<file path="src/common/dma_bridge_pkg.sv">
// dma bridge shared definitions: widths, control byte bits, request fields, FSM states
package dma_bridge_pkg;

  // ************************************************************************
  // widths
  // ************************************************************************
  localparam int data_w = 64;            // engine and stream data
  localparam int ctrl_w = 8;             // engine control byte
  localparam int keep_w = 8;             // axi stream tkeep
  localparam int len_w  = 16;            // length and byte count
  localparam int tag_w  = 4;
  localparam int req_w  = 128;           // request word 1 over request word 0

  // control byte bits
  localparam int ctrl_first_ack  = 0;
  localparam int ctrl_lo_valid   = 2;    // low half of data valid
  localparam int ctrl_hi_valid   = 3;    // high half valid, end marker on tohost
  localparam int ctrl_req        = 4;    // request / upstream ack / downstream end
  localparam int ctrl_second_ack = 5;

  // request and acknowledge field positions
  localparam int req_tag_lsb   = 36;     // word 0, bits 39..36
  localparam int req_len_lsb   = 0;      // word 0, bits 15..0
  localparam int req_bytes_lsb = 48;     // word 1, bits 63..48
  localparam int ack_tag_lsb   = 4;      // first ack, bits 7..4

  // ************************************************************************
  // FSM states
  // ************************************************************************
  typedef enum logic [1:0] {
    down_idle,
    down_ack,
    down_data
  } down_state_t;

  typedef enum logic [1:0] {
    up_req1,
    up_req2,
    up_data,
    up_ack
  } up_state_t;

endpackage

</file>
<file path="src/hw/dma_ack_gen.sv">
// acknowledge generator: tag word then length word, each held until the engine accepts it
module dma_ack_gen #(
  parameter bit up_dir = 1'b0
) (
  input  logic                                clk,
  input  logic                                rst_n,
  input  logic                                start,
  input  logic [dma_bridge_pkg::tag_w-1:0]    tag,
  input  logic [dma_bridge_pkg::len_w-1:0]    length,
  output logic [dma_bridge_pkg::data_w-1:0]   ack_data,
  output logic [dma_bridge_pkg::ctrl_w-1:0]   ack_ctrl,
  output logic                                ack_valid,
  input  logic                                accept,
  output logic                                done
);

  logic                              second;   // second word on the bus
  logic [dma_bridge_pkg::len_w-1:0]  len_q;
  logic [dma_bridge_pkg::ctrl_w-1:0] first_ctrl;
  logic [dma_bridge_pkg::ctrl_w-1:0] second_ctrl;
  logic [dma_bridge_pkg::data_w-1:0] first_word;
  logic [dma_bridge_pkg::data_w-1:0] second_word;

  always_comb
  begin
    first_ctrl = '0;
    first_ctrl[dma_bridge_pkg::ctrl_first_ack] = 1'b1;
    first_ctrl[dma_bridge_pkg::ctrl_req] = up_dir;     // upstream acks carry req
    second_ctrl = '0;
    second_ctrl[dma_bridge_pkg::ctrl_second_ack] = 1'b1;
    second_ctrl[dma_bridge_pkg::ctrl_req] = up_dir;
    first_word = '0;
    first_word[dma_bridge_pkg::ack_tag_lsb +: dma_bridge_pkg::tag_w] = tag;
    second_word = '0;
    second_word[dma_bridge_pkg::len_w-1:0] = len_q;
  end

  always_ff @(posedge clk)
  begin
    if (start)
      len_q <= length;
  end

  always_ff @(posedge clk or negedge rst_n)
  begin
    if (!rst_n)
    begin
      ack_valid <= 1'b0;
      second    <= 1'b0;
      ack_ctrl  <= '0;
      ack_data  <= '0;
    end
    else if (start)
    begin
      ack_valid <= 1'b1;
      second    <= 1'b0;
      ack_ctrl  <= first_ctrl;
      ack_data  <= first_word;
    end
    else if (ack_valid && accept)
    begin
      if (!second)
      begin
        second   <= 1'b1;            // tag taken, move to length
        ack_ctrl <= second_ctrl;
        ack_data <= second_word;
      end
      else
      begin
        ack_valid <= 1'b0;
        second    <= 1'b0;
        ack_ctrl  <= '0;
        ack_data  <= '0;
      end
    end
  end

  assign done = ack_valid & accept & second;

endmodule

</file>
<file path="src/hw/downstream/req_fifo.sv">
// request FIFO: register array with read and write pointers and an occupancy count
module req_fifo #(
  parameter int depth = 16,
  parameter int width = 128
) (
  input  logic                            clk,
  input  logic                            rst_n,
  input  logic                            push,
  input  logic [width-1:0]                push_data,
  input  logic                            pop,
  output logic [width-1:0]                pop_data,
  output logic                            empty,
  output logic [$clog2(depth+1)-1:0]      count
);

  localparam int ptr_w = (depth > 1) ? $clog2(depth) : 1;
  localparam int cnt_w = $clog2(depth + 1);

  logic [width-1:0] mem [depth];
  logic [ptr_w-1:0] wr_ptr;
  logic [ptr_w-1:0] rd_ptr;
  logic             full;
  logic             do_push;
  logic             do_pop;

  assign empty   = (count == '0);
  assign full    = (count == cnt_w'(depth));
  assign do_pop  = pop & ~empty;
  assign do_push = push & (~full | do_pop);   // a pop frees the slot this cycle

  assign pop_data = mem[rd_ptr];              // head entry

  always_ff @(posedge clk)
  begin
    if (do_push)
      mem[wr_ptr] <= push_data;
  end

  always_ff @(posedge clk or negedge rst_n)
  begin
    if (!rst_n)
    begin
      wr_ptr <= '0;
      rd_ptr <= '0;
      count  <= '0;
    end
    else
    begin
      if (do_push)
        wr_ptr <= (wr_ptr == ptr_w'(depth - 1)) ? '0 : wr_ptr + 1'b1;
      if (do_pop)
        rd_ptr <= (rd_ptr == ptr_w'(depth - 1)) ? '0 : rd_ptr + 1'b1;
      if (do_push && !do_pop)
        count <= count + 1'b1;
      else if (do_pop && !do_push)
        count <= count - 1'b1;
    end
  end

endmodule

</file>
<file path="src/hw/downstream/down_channel.sv">
// downstream channel: queue engine requests, acknowledge them, then feed the s1 stream back
module down_channel #(
  parameter int req_depth = 16
) (
  input  logic                                clk,
  input  logic                                rst_n,
  input  logic [dma_bridge_pkg::data_w-1:0]   tohost_data,
  input  logic [dma_bridge_pkg::ctrl_w-1:0]   tohost_ctrl,
  input  logic                                tohost_valid,
  output logic                                tohost_almost_full,
  output logic [dma_bridge_pkg::data_w-1:0]   fromhost_data,
  output logic [dma_bridge_pkg::ctrl_w-1:0]   fromhost_ctrl,
  output logic                                fromhost_valid,
  input  logic                                fromhost_accept,
  input  logic                                s_tvalid,
  input  logic [dma_bridge_pkg::data_w-1:0]   s_tdata,
  input  logic [dma_bridge_pkg::keep_w-1:0]   s_tkeep,
  input  logic                                s_tlast,
  output logic                                s_tready
);

  localparam int cnt_w = $clog2(req_depth + 1);
  localparam logic [cnt_w-1:0] af_level = cnt_w'(req_depth - 1);

  dma_bridge_pkg::down_state_t       state;
  logic [dma_bridge_pkg::data_w-1:0] req_lo;       // request word 0
  logic                              req_word0;
  logic                              req_word1;
  logic                              pop;
  logic                              fifo_empty;
  logic [dma_bridge_pkg::req_w-1:0]  pop_data;
  logic [cnt_w-1:0]                  fifo_count;
  logic [dma_bridge_pkg::data_w-1:0] ack_data;
  logic [dma_bridge_pkg::ctrl_w-1:0] ack_ctrl;
  logic                              ack_valid;
  logic                              ack_done;
  logic                              in_data;
  logic [dma_bridge_pkg::ctrl_w-1:0] beat_ctrl;

  // ************************************************************************
  // request capture
  // ************************************************************************
  assign req_word0 = tohost_valid & tohost_ctrl[dma_bridge_pkg::ctrl_req]
                   & ~tohost_ctrl[dma_bridge_pkg::ctrl_hi_valid];
  assign req_word1 = tohost_valid & tohost_ctrl[dma_bridge_pkg::ctrl_req]
                   & tohost_ctrl[dma_bridge_pkg::ctrl_hi_valid];

  always_ff @(posedge clk)
  begin
    if (req_word0)
      req_lo <= tohost_data;
  end

  always_ff @(posedge clk or negedge rst_n)
  begin
    if (!rst_n)
      tohost_almost_full <= 1'b0;
    else
      tohost_almost_full <= (fifo_count >= af_level);   // lags count by a cycle
  end

  req_fifo #(
    .depth     (req_depth),
    .width     (dma_bridge_pkg::req_w)
  ) u_fifo (
    .clk       (clk),
    .rst_n     (rst_n),
    .push      (req_word1),                 // push on the high word
    .push_data ({tohost_data, req_lo}),
    .pop       (pop),
    .pop_data  (pop_data),
    .empty     (fifo_empty),
    .count     (fifo_count)
  );

  // ************************************************************************
  // sequencer
  // ************************************************************************
  assign pop = (state == dma_bridge_pkg::down_idle) & ~fifo_empty;

  dma_ack_gen #(
    .up_dir    (1'b0)
  ) u_ack (
    .clk       (clk),
    .rst_n     (rst_n),
    .start     (pop),
    .tag       (pop_data[dma_bridge_pkg::req_tag_lsb +: dma_bridge_pkg::tag_w]),
    .length    (pop_data[dma_bridge_pkg::req_len_lsb +: dma_bridge_pkg::len_w]),
    .ack_data  (ack_data),
    .ack_ctrl  (ack_ctrl),
    .ack_valid (ack_valid),
    .accept    (fromhost_accept),
    .done      (ack_done)
  );

  always_ff @(posedge clk or negedge rst_n)
  begin
    if (!rst_n)
      state <= dma_bridge_pkg::down_idle;
    else
    begin
      case (state)
        dma_bridge_pkg::down_idle:
          if (pop)
            state <= dma_bridge_pkg::down_ack;
        dma_bridge_pkg::down_ack:
          if (ack_done)
            state <= dma_bridge_pkg::down_data;
        dma_bridge_pkg::down_data:
          if (s_tvalid && s_tready && s_tlast)
            state <= dma_bridge_pkg::down_idle;
        default:
          state <= dma_bridge_pkg::down_idle;
      endcase
    end
  end

  // data phase, stream straight onto the engine
  always_comb
  begin
    beat_ctrl = '0;
    beat_ctrl[dma_bridge_pkg::ctrl_lo_valid] = 1'b1;
    if (s_tlast)
    begin
      beat_ctrl[dma_bridge_pkg::ctrl_req] = 1'b1;      // end code
      beat_ctrl[dma_bridge_pkg::ctrl_hi_valid] = (s_tkeep > 8'h0f);
    end
    else
      beat_ctrl[dma_bridge_pkg::ctrl_hi_valid] = 1'b1;
  end

  assign in_data        = (state == dma_bridge_pkg::down_data);
  assign fromhost_data  = in_data ? s_tdata : ack_data;
  assign fromhost_valid = in_data ? s_tvalid : ack_valid;
  assign fromhost_ctrl  = in_data ? beat_ctrl : ack_ctrl;
  assign s_tready       = in_data & fromhost_accept;

endmodule

</file>
<file path="src/hw/upstream/up_channel.sv">
// upstream channel: parse engine request, pass data to m0 with tlast/tkeep, then acknowledge
module up_channel (
  input  logic                                clk,
  input  logic                                rst_n,
  input  logic [dma_bridge_pkg::data_w-1:0]   tohost_data,
  input  logic [dma_bridge_pkg::ctrl_w-1:0]   tohost_ctrl,
  input  logic                                tohost_valid,
  output logic                                tohost_almost_full,
  output logic [dma_bridge_pkg::data_w-1:0]   fromhost_data,
  output logic [dma_bridge_pkg::ctrl_w-1:0]   fromhost_ctrl,
  output logic                                fromhost_valid,
  input  logic                                fromhost_accept,
  output logic                                m_tvalid,
  output logic [dma_bridge_pkg::data_w-1:0]   m_tdata,
  output logic [dma_bridge_pkg::keep_w-1:0]   m_tkeep,
  output logic                                m_tlast,
  input  logic                                m_tready
);

  dma_bridge_pkg::up_state_t         state;
  logic [dma_bridge_pkg::tag_w-1:0]  tag_q;
  logic [dma_bridge_pkg::len_w-1:0]  len_q;
  logic [dma_bridge_pkg::len_w-1:0]  bytes_q;      // byte count from word 1
  logic [dma_bridge_pkg::keep_w-1:0] keep_last;
  logic                              req_word;
  logic                              in_data;
  logic                              last_hs;
  logic                              ack_done;

  // both request words have the word-0 pattern, taken without m0 tready
  assign req_word = tohost_valid & tohost_ctrl[dma_bridge_pkg::ctrl_req]
                  & ~tohost_ctrl[dma_bridge_pkg::ctrl_hi_valid];

  assign in_data = (state == dma_bridge_pkg::up_data);
  assign last_hs = in_data & tohost_valid & m_tready
                 & tohost_ctrl[dma_bridge_pkg::ctrl_hi_valid];

  always_ff @(posedge clk)
  begin
    if (state == dma_bridge_pkg::up_req1 && req_word)
    begin
      tag_q <= tohost_data[dma_bridge_pkg::req_tag_lsb +: dma_bridge_pkg::tag_w];
      len_q <= tohost_data[dma_bridge_pkg::req_len_lsb +: dma_bridge_pkg::len_w];
    end
    if (state == dma_bridge_pkg::up_req2 && req_word)
      bytes_q <= tohost_data[dma_bridge_pkg::req_bytes_lsb +: dma_bridge_pkg::len_w];
  end

  always_ff @(posedge clk or negedge rst_n)
  begin
    if (!rst_n)
      state <= dma_bridge_pkg::up_req1;
    else
    begin
      case (state)
        dma_bridge_pkg::up_req1: if (req_word) state <= dma_bridge_pkg::up_req2;
        dma_bridge_pkg::up_req2: if (req_word) state <= dma_bridge_pkg::up_data;
        dma_bridge_pkg::up_data: if (last_hs)  state <= dma_bridge_pkg::up_ack;
        dma_bridge_pkg::up_ack:  if (ack_done) state <= dma_bridge_pkg::up_req1;
        default:                 state <= dma_bridge_pkg::up_req1;
      endcase
    end
  end

  // ************************************************************************
  // stream side
  // ************************************************************************
  always_comb
  begin
    for (int i = 0; i < dma_bridge_pkg::keep_w; i++)
      keep_last[i] = (bytes_q[2:0] == 3'd0) || (i < int'(bytes_q[2:0]));
  end

  assign m_tvalid           = in_data & tohost_valid;
  assign m_tdata            = in_data ? tohost_data : '0;
  assign m_tlast            = in_data & tohost_ctrl[dma_bridge_pkg::ctrl_hi_valid];
  assign m_tkeep            = m_tlast ? keep_last : '1;    // partial word only at the end
  assign tohost_almost_full = in_data & ~m_tready;

  dma_ack_gen #(
    .up_dir    (1'b1)
  ) u_ack (
    .clk       (clk),
    .rst_n     (rst_n),
    .start     (last_hs),
    .tag       (tag_q),
    .length    (len_q),
    .ack_data  (fromhost_data),
    .ack_ctrl  (fromhost_ctrl),
    .ack_valid (fromhost_valid),
    .accept    (fromhost_accept),
    .done      (ack_done)
  );

endmodule

</file>
<file path="src/hw/dma_bridge_top.sv">
// dma bridge top: engine channel 1 to s1 stream fifo, engine channel 0 to m0 stream fifo
module dma_bridge_top #(
  parameter int req_depth = 16
) (
  input  logic                                clk,
  input  logic                                rst_n,

  // channel 1, downstream
  input  logic [dma_bridge_pkg::data_w-1:0]   dma1_tohost_data,
  input  logic [dma_bridge_pkg::ctrl_w-1:0]   dma1_tohost_ctrl,
  input  logic                                dma1_tohost_valid,
  output logic                                dma1_tohost_almost_full,
  output logic [dma_bridge_pkg::data_w-1:0]   dma1_fromhost_data,
  output logic [dma_bridge_pkg::ctrl_w-1:0]   dma1_fromhost_ctrl,
  output logic                                dma1_fromhost_valid,
  input  logic                                dma1_fromhost_accept,
  input  logic                                s1_axis_fromhost_tvalid,
  output logic                                s1_axis_fromhost_tready,
  input  logic [dma_bridge_pkg::data_w-1:0]   s1_axis_fromhost_tdata,
  input  logic [dma_bridge_pkg::keep_w-1:0]   s1_axis_fromhost_tkeep,
  input  logic                                s1_axis_fromhost_tlast,

  // channel 0, upstream
  input  logic [dma_bridge_pkg::data_w-1:0]   dma0_tohost_data,
  input  logic [dma_bridge_pkg::ctrl_w-1:0]   dma0_tohost_ctrl,
  input  logic                                dma0_tohost_valid,
  output logic                                dma0_tohost_almost_full,
  output logic [dma_bridge_pkg::data_w-1:0]   dma0_fromhost_data,
  output logic [dma_bridge_pkg::ctrl_w-1:0]   dma0_fromhost_ctrl,
  output logic                                dma0_fromhost_valid,
  input  logic                                dma0_fromhost_accept,
  output logic                                m0_axis_tohost_tvalid,
  input  logic                                m0_axis_tohost_tready,
  output logic [dma_bridge_pkg::data_w-1:0]   m0_axis_tohost_tdata,
  output logic [dma_bridge_pkg::keep_w-1:0]   m0_axis_tohost_tkeep,
  output logic                                m0_axis_tohost_tlast
);

  // the two channels are independent, no shared resource
  down_channel #(
    .req_depth          (req_depth)
  ) u_down (
    .clk                (clk),
    .rst_n              (rst_n),
    .tohost_data        (dma1_tohost_data),
    .tohost_ctrl        (dma1_tohost_ctrl),
    .tohost_valid       (dma1_tohost_valid),
    .tohost_almost_full (dma1_tohost_almost_full),
    .fromhost_data      (dma1_fromhost_data),
    .fromhost_ctrl      (dma1_fromhost_ctrl),
    .fromhost_valid     (dma1_fromhost_valid),
    .fromhost_accept    (dma1_fromhost_accept),
    .s_tvalid           (s1_axis_fromhost_tvalid),
    .s_tdata            (s1_axis_fromhost_tdata),
    .s_tkeep            (s1_axis_fromhost_tkeep),
    .s_tlast            (s1_axis_fromhost_tlast),
    .s_tready           (s1_axis_fromhost_tready)
  );

  up_channel u_up (
    .clk                (clk),
    .rst_n              (rst_n),
    .tohost_data        (dma0_tohost_data),
    .tohost_ctrl        (dma0_tohost_ctrl),
    .tohost_valid       (dma0_tohost_valid),
    .tohost_almost_full (dma0_tohost_almost_full),
    .fromhost_data      (dma0_fromhost_data),
    .fromhost_ctrl      (dma0_fromhost_ctrl),
    .fromhost_valid     (dma0_fromhost_valid),
    .fromhost_accept    (dma0_fromhost_accept),
    .m_tvalid           (m0_axis_tohost_tvalid),
    .m_tdata            (m0_axis_tohost_tdata),
    .m_tkeep            (m0_axis_tohost_tkeep),
    .m_tlast            (m0_axis_tohost_tlast),
    .m_tready           (m0_axis_tohost_tready)
  );

endmodule

</file>
<file path="config.mk">
export PLATFORM = sky130hd
export DESIGN_NAME = dma_bridge_top
export DESIGN_NICKNAME = d
export VERILOG_FILES = /design/src/common/dma_bridge_pkg.sv /design/src/hw/dma_ack_gen.sv /design/src/hw/downstream/req_fifo.sv /design/src/hw/downstream/down_channel.sv /design/src/hw/upstream/up_channel.sv /design/src/hw/dma_bridge_top.sv
export SDC_FILE = /design/constraint.sdc
export NUM_CORES = 1
export LEC_CHECK = 0
export BUFFER_PORTS_ARGS = -buffer_cell sky130_fd_sc_hd__buf_2
export CAP_MARGIN = 20
export CORE_MARGIN = 3
export CORE_UTILIZATION = 30
export DETAILED_ROUTE_END_ITERATION = 6
export PLACE_DENSITY = 0.61
export SYNTH_ARGS = -nofsm -noshare
export SYNTH_HDL_FRONTEND = slang
export SYNTH_SLANG_ARGS = --single-unit
</file>
<file path="constraint.sdc">
create_clock -name clk -period 6.1 [get_ports clk]
set_input_delay 0 -clock clk [delete_from_list [all_inputs] [get_ports clk]]
set_output_delay 0 -clock clk [all_outputs]
set_load 0.005 [all_outputs]
</file>
==> flow_summary_export.csv <==
group,metric,value,unit
yosys,avgSynthCellArea,16.7,um^2
grt,grt_max_degree,70,
clocking,clk_path_buf_depth,3,
routing,drc,0,
layout,final_common_cell,"edfxtp_1",
clocking,clk_pin_slew_worst_paths,0.06,ns
die,die_h,256,um
routing,wl,45.3,mm
yosys,synth_area,18800,um^2
yosys,synth_top_area_share,63.3,%
routing,wl_per_cell,19.1,um
grt,grt.total_usage,13.4,%
setup_path,worstSetupEndpointType,"flop",
power_and_ir_drop,internal_power,6.51,mW
yosys,synth_area_leaders,"edfxtp_1, mux4_2, dfrtp_1",
die,die-area,65500,um^2
sta,setup_ws,2.98,ns
routing,ant_nets,0,
setup_path,critPathRequiredTime,6.34,ns
setup_path,path_cells,"buf_4 > mux4_2 > nor2b_1 > a211oi_1 > a21oi_1",
routing,met2WireLength,22.7,mm
power_and_ir_drop,powerDensity,402,nW/um^2
power_and_ir_drop,power,9.29,mW
placed_design,hpwlAfterDp,28.6,mm
sta,fin_hold_ws,0.0656,ns
placed_design,io_buffers,330,
setup_path,path_buf_inv,1,
sta,max_slew_margin,30.1,%
routing,viasPerCell,4.52,
routing,firstDrtPassIters,5,
grt,grt_pass1_wl,67.2,mm
power_and_ir_drop,p_sw,2.78,mW
clocking,cts_root_buf,"clkbuf_16",
clocking,htreeDepth,2,
power_and_ir_drop,p_clk_share,29.0,%
flow_run,drv_cap,0,
sta,hold_viol_final,0,
die,row_count,91,
die,io-pin-count,448,
layout,layout_common_cells,"edfxtp_1, buf_2, and2_1",
setup_path,startpoint_type,"flop",
placed_design,dpl-instance-area,21100,um^2
yosys,synth.yosys.seq_area_share,70.9,%
routing,drt_iter0_drc,695,
layout,drive_above_1_share,33.4,%
sta,rsz0062_at_grt,"false",
clocking,clock_latency,0.56,ns
sta,finalSetupViolations,0,
setup_path,cp_top_family,"flip-flops",
placed_design,gp_congestion,0.882,
die,coreArea,61800,um^2
grt,antenna_found_initial,3,
power_and_ir_drop,combPwrFrac,27.1,%
power_and_ir_drop,swShare,29.9,%
layout,fin_util,37.4,%
clocking,postCtsResizedCells,0,
routing,top_layer,"met4",
setup_path,worstPathMaxFanout,48,
yosys,ys.flop_type,"edfxtp_1",
yosys,yosysTopAreaCell,"edfxtp_1",
outcome,status,"completed",
placed_design,post-place-ws,2.92,ns
yosys,synthCells,1122,
sta,clock_skew,0.0307,ns
routing,vias,10700,
sta,setup_tns,0,ns
setup_path,max_stage_delay,1.03,ns
setup_path,arrival,3.36,ns
power_and_ir_drop,p_seq_share,44.0,%
sta,tightest_slew,1.05,ns
clocking,cts_sinks,452,
yosys,synth-warning-count,0,
layout,final_cell_area,23100,um^2
layout,fin_cells,2374,
yosys,ys_ff_latch,452,
grt,grt_pass1_vias,10800,
clocking,cts_tree,"done",
sta,slew_violations,0,
yosys,ys_types,46,
routing,wl_met1,18.7,mm
placed_design,dp_cells,2235,
power_and_ir_drop,p_leak,8.73,nW
grt,grt_overflow,0,
sta,fin_crit,3.12,ns
sta,fmax,0.321,GHz
min_path,hp-class,"in -> reg",
power_and_ir_drop,ir_drop,0.000210,V
layout,nets,1741,
yosys,synth-async-reset-ratio,12.6,%
die,initial_core_util,30.3,%
setup_path,path_class,"reg -> reg",
sta,min_period_over_period,51.1,%
setup_path,slowest_stage,"dfrtp_4",
clocking,cts_buffers,46,
routing,wl_met3,3.00,mm
die,die_w,256,um
yosys,synth_edf_count,395,
layout,synthToLayoutAreaGrowth,23.2,%
==> state kept, by name, summed over array words and instances, names as in the netlist, 2 cells and up <==
signal / cells
u_down.u_ack.len_q: 16
u_up.tag_q: 4
u_down.req_lo: 20
u_down.u_fifo.count: 5
u_down.u_ack.ack_data: 16
u_down.u_fifo.rd_ptr: 4
u_up.u_ack.ack_ctrl: 3
u_up.u_ack.len_q: 16
u_up.u_ack.ack_data: 16
u_down.state: 2
u_up.state: 2
u_up.len_q: 16
u_down.u_fifo.mem: 320
u_up.bytes_q: 3
u_down.u_fifo.wr_ptr: 4
==> final timing paths <==
kind,from,end,slack (ns),cells after the start
min,m0_axis_tohost_tready,u_up.state[0]$_DFFE_PN0P_,0.07,4
min in group asynchronous,rst_n,u_up.u_ack.ack_data[15]$_DFFE_PN0N_,0.13,3
max in group asynchronous,rst_n,u_down.u_fifo.rd_ptr[0]$_DFFE_PN0P_,5.35,3
max reg2reg,u_down.u_fifo.rd_ptr[0]$_DFFE_PN0P_,u_down.u_ack.len_q[9]$_DFFE_PN_,2.98,5
max,u_down.u_fifo.rd_ptr[0]$_DFFE_PN0P_,u_down.u_ack.len_q[9]$_DFFE_PN_,2.98,5
min reg2reg,u_up.len_q[5]$_DFFE_PP_,u_up.u_ack.len_q[5]$_DFFE_PP_,0.42,0
==> layer usage <==
metal | track usage, % | vias up
li1 | - | 4880
met5 | 0 | -
met4 | 3.90 | 0
met1 | 17.1 | 5388
met2 | 23.1 | 413
met3 | 2.92 | 54
==> area by class of cell <==
| class | instances | area, um^2 |
|---|---|---|
| multi-input cells | 594 | 4970 |
| clock inverters | 20 | 208 |
| inverters | 8 | 30.0 |
| diodes | 2 | 5.00 |
| repair buffers | 400 | 2330 |
| well taps | 837 | 1050 |
| flip-flops and latches | 452 | 13300 |
| clock buffers | 61 | 1210 |
| fillers | 5741 | 38700 |
==> power by group through the flow <==
stage	combinational [mW]	sequential, mW	clock, mW
2_1_floorplan	1.93	3.89	0
3_3_place_gp	2.47	4.14	0
3_5_place_dp	2.51	4.16	0
4_1_cts	2.54	4.10	2.77
5_1_grt	2.77	4.15	2.88
6_report	2.51	4.08	2.69
==> cell usage after synthesis, types with 2 or more instances <==
library cell / n
mux4_2: 80
o21ai_0: 11
nor3_1: 4
and2_1: 120
buf_6: 10
nor3b_1: 20
nand2_1: 80
clkbuf_1: 29
mux2i_1: 21
inv_1: 6
xnor2_1: 5
conb_1: 2
xor2_1: 3
edfxtp_1: 395
buf_2: 13
a22o_1: 13
a211o_1: 4
nor2_1: 34
nand2b_1: 6
or3_1: 2
o211ai_1: 2
dfrtp_1: 57
ha_1: 13
buf_1: 8
a211oi_1: 16
nor2b_1: 21
inv_2: 2
a21o_1: 6
nand3_1: 9
o2bb2ai_1: 5
a21oi_1: 46
buf_4: 63
mux2_2: 3
==> cell families after synthesis <==
| group | Yosys count | synth area share [%] |
|---|---|---|
| flops | 452 | 70.9 |
| simple gates | 301 | 8.63 |
| fa+ha+maj | 14 | 0.974 |
| compound gates | 110 | 3.84 |
| mux | 104 | 10.9 |
| other cells | 2 | 0.0400 |
| buf+inv | 131 | 4.37 |
| xor+xnor | 8 | 0.374 |
==> worst reg2reg max path, delay by kind of cell, from the launching register on <==
kind,cells,cell delay [ns]
compound gates,2,0.52
buf+inv,1,0.54
flops,1,1.03
mux,1,0.56
simple gates,1,0.14
==> timing repair <==
item | 4_1_cts | 5_1_grt
buffers inserted | 0 | 0
endpoints found under the hold margin | 129 | 0
hold buffers | 55 | 0
Power figures use the tool's default switching activity.
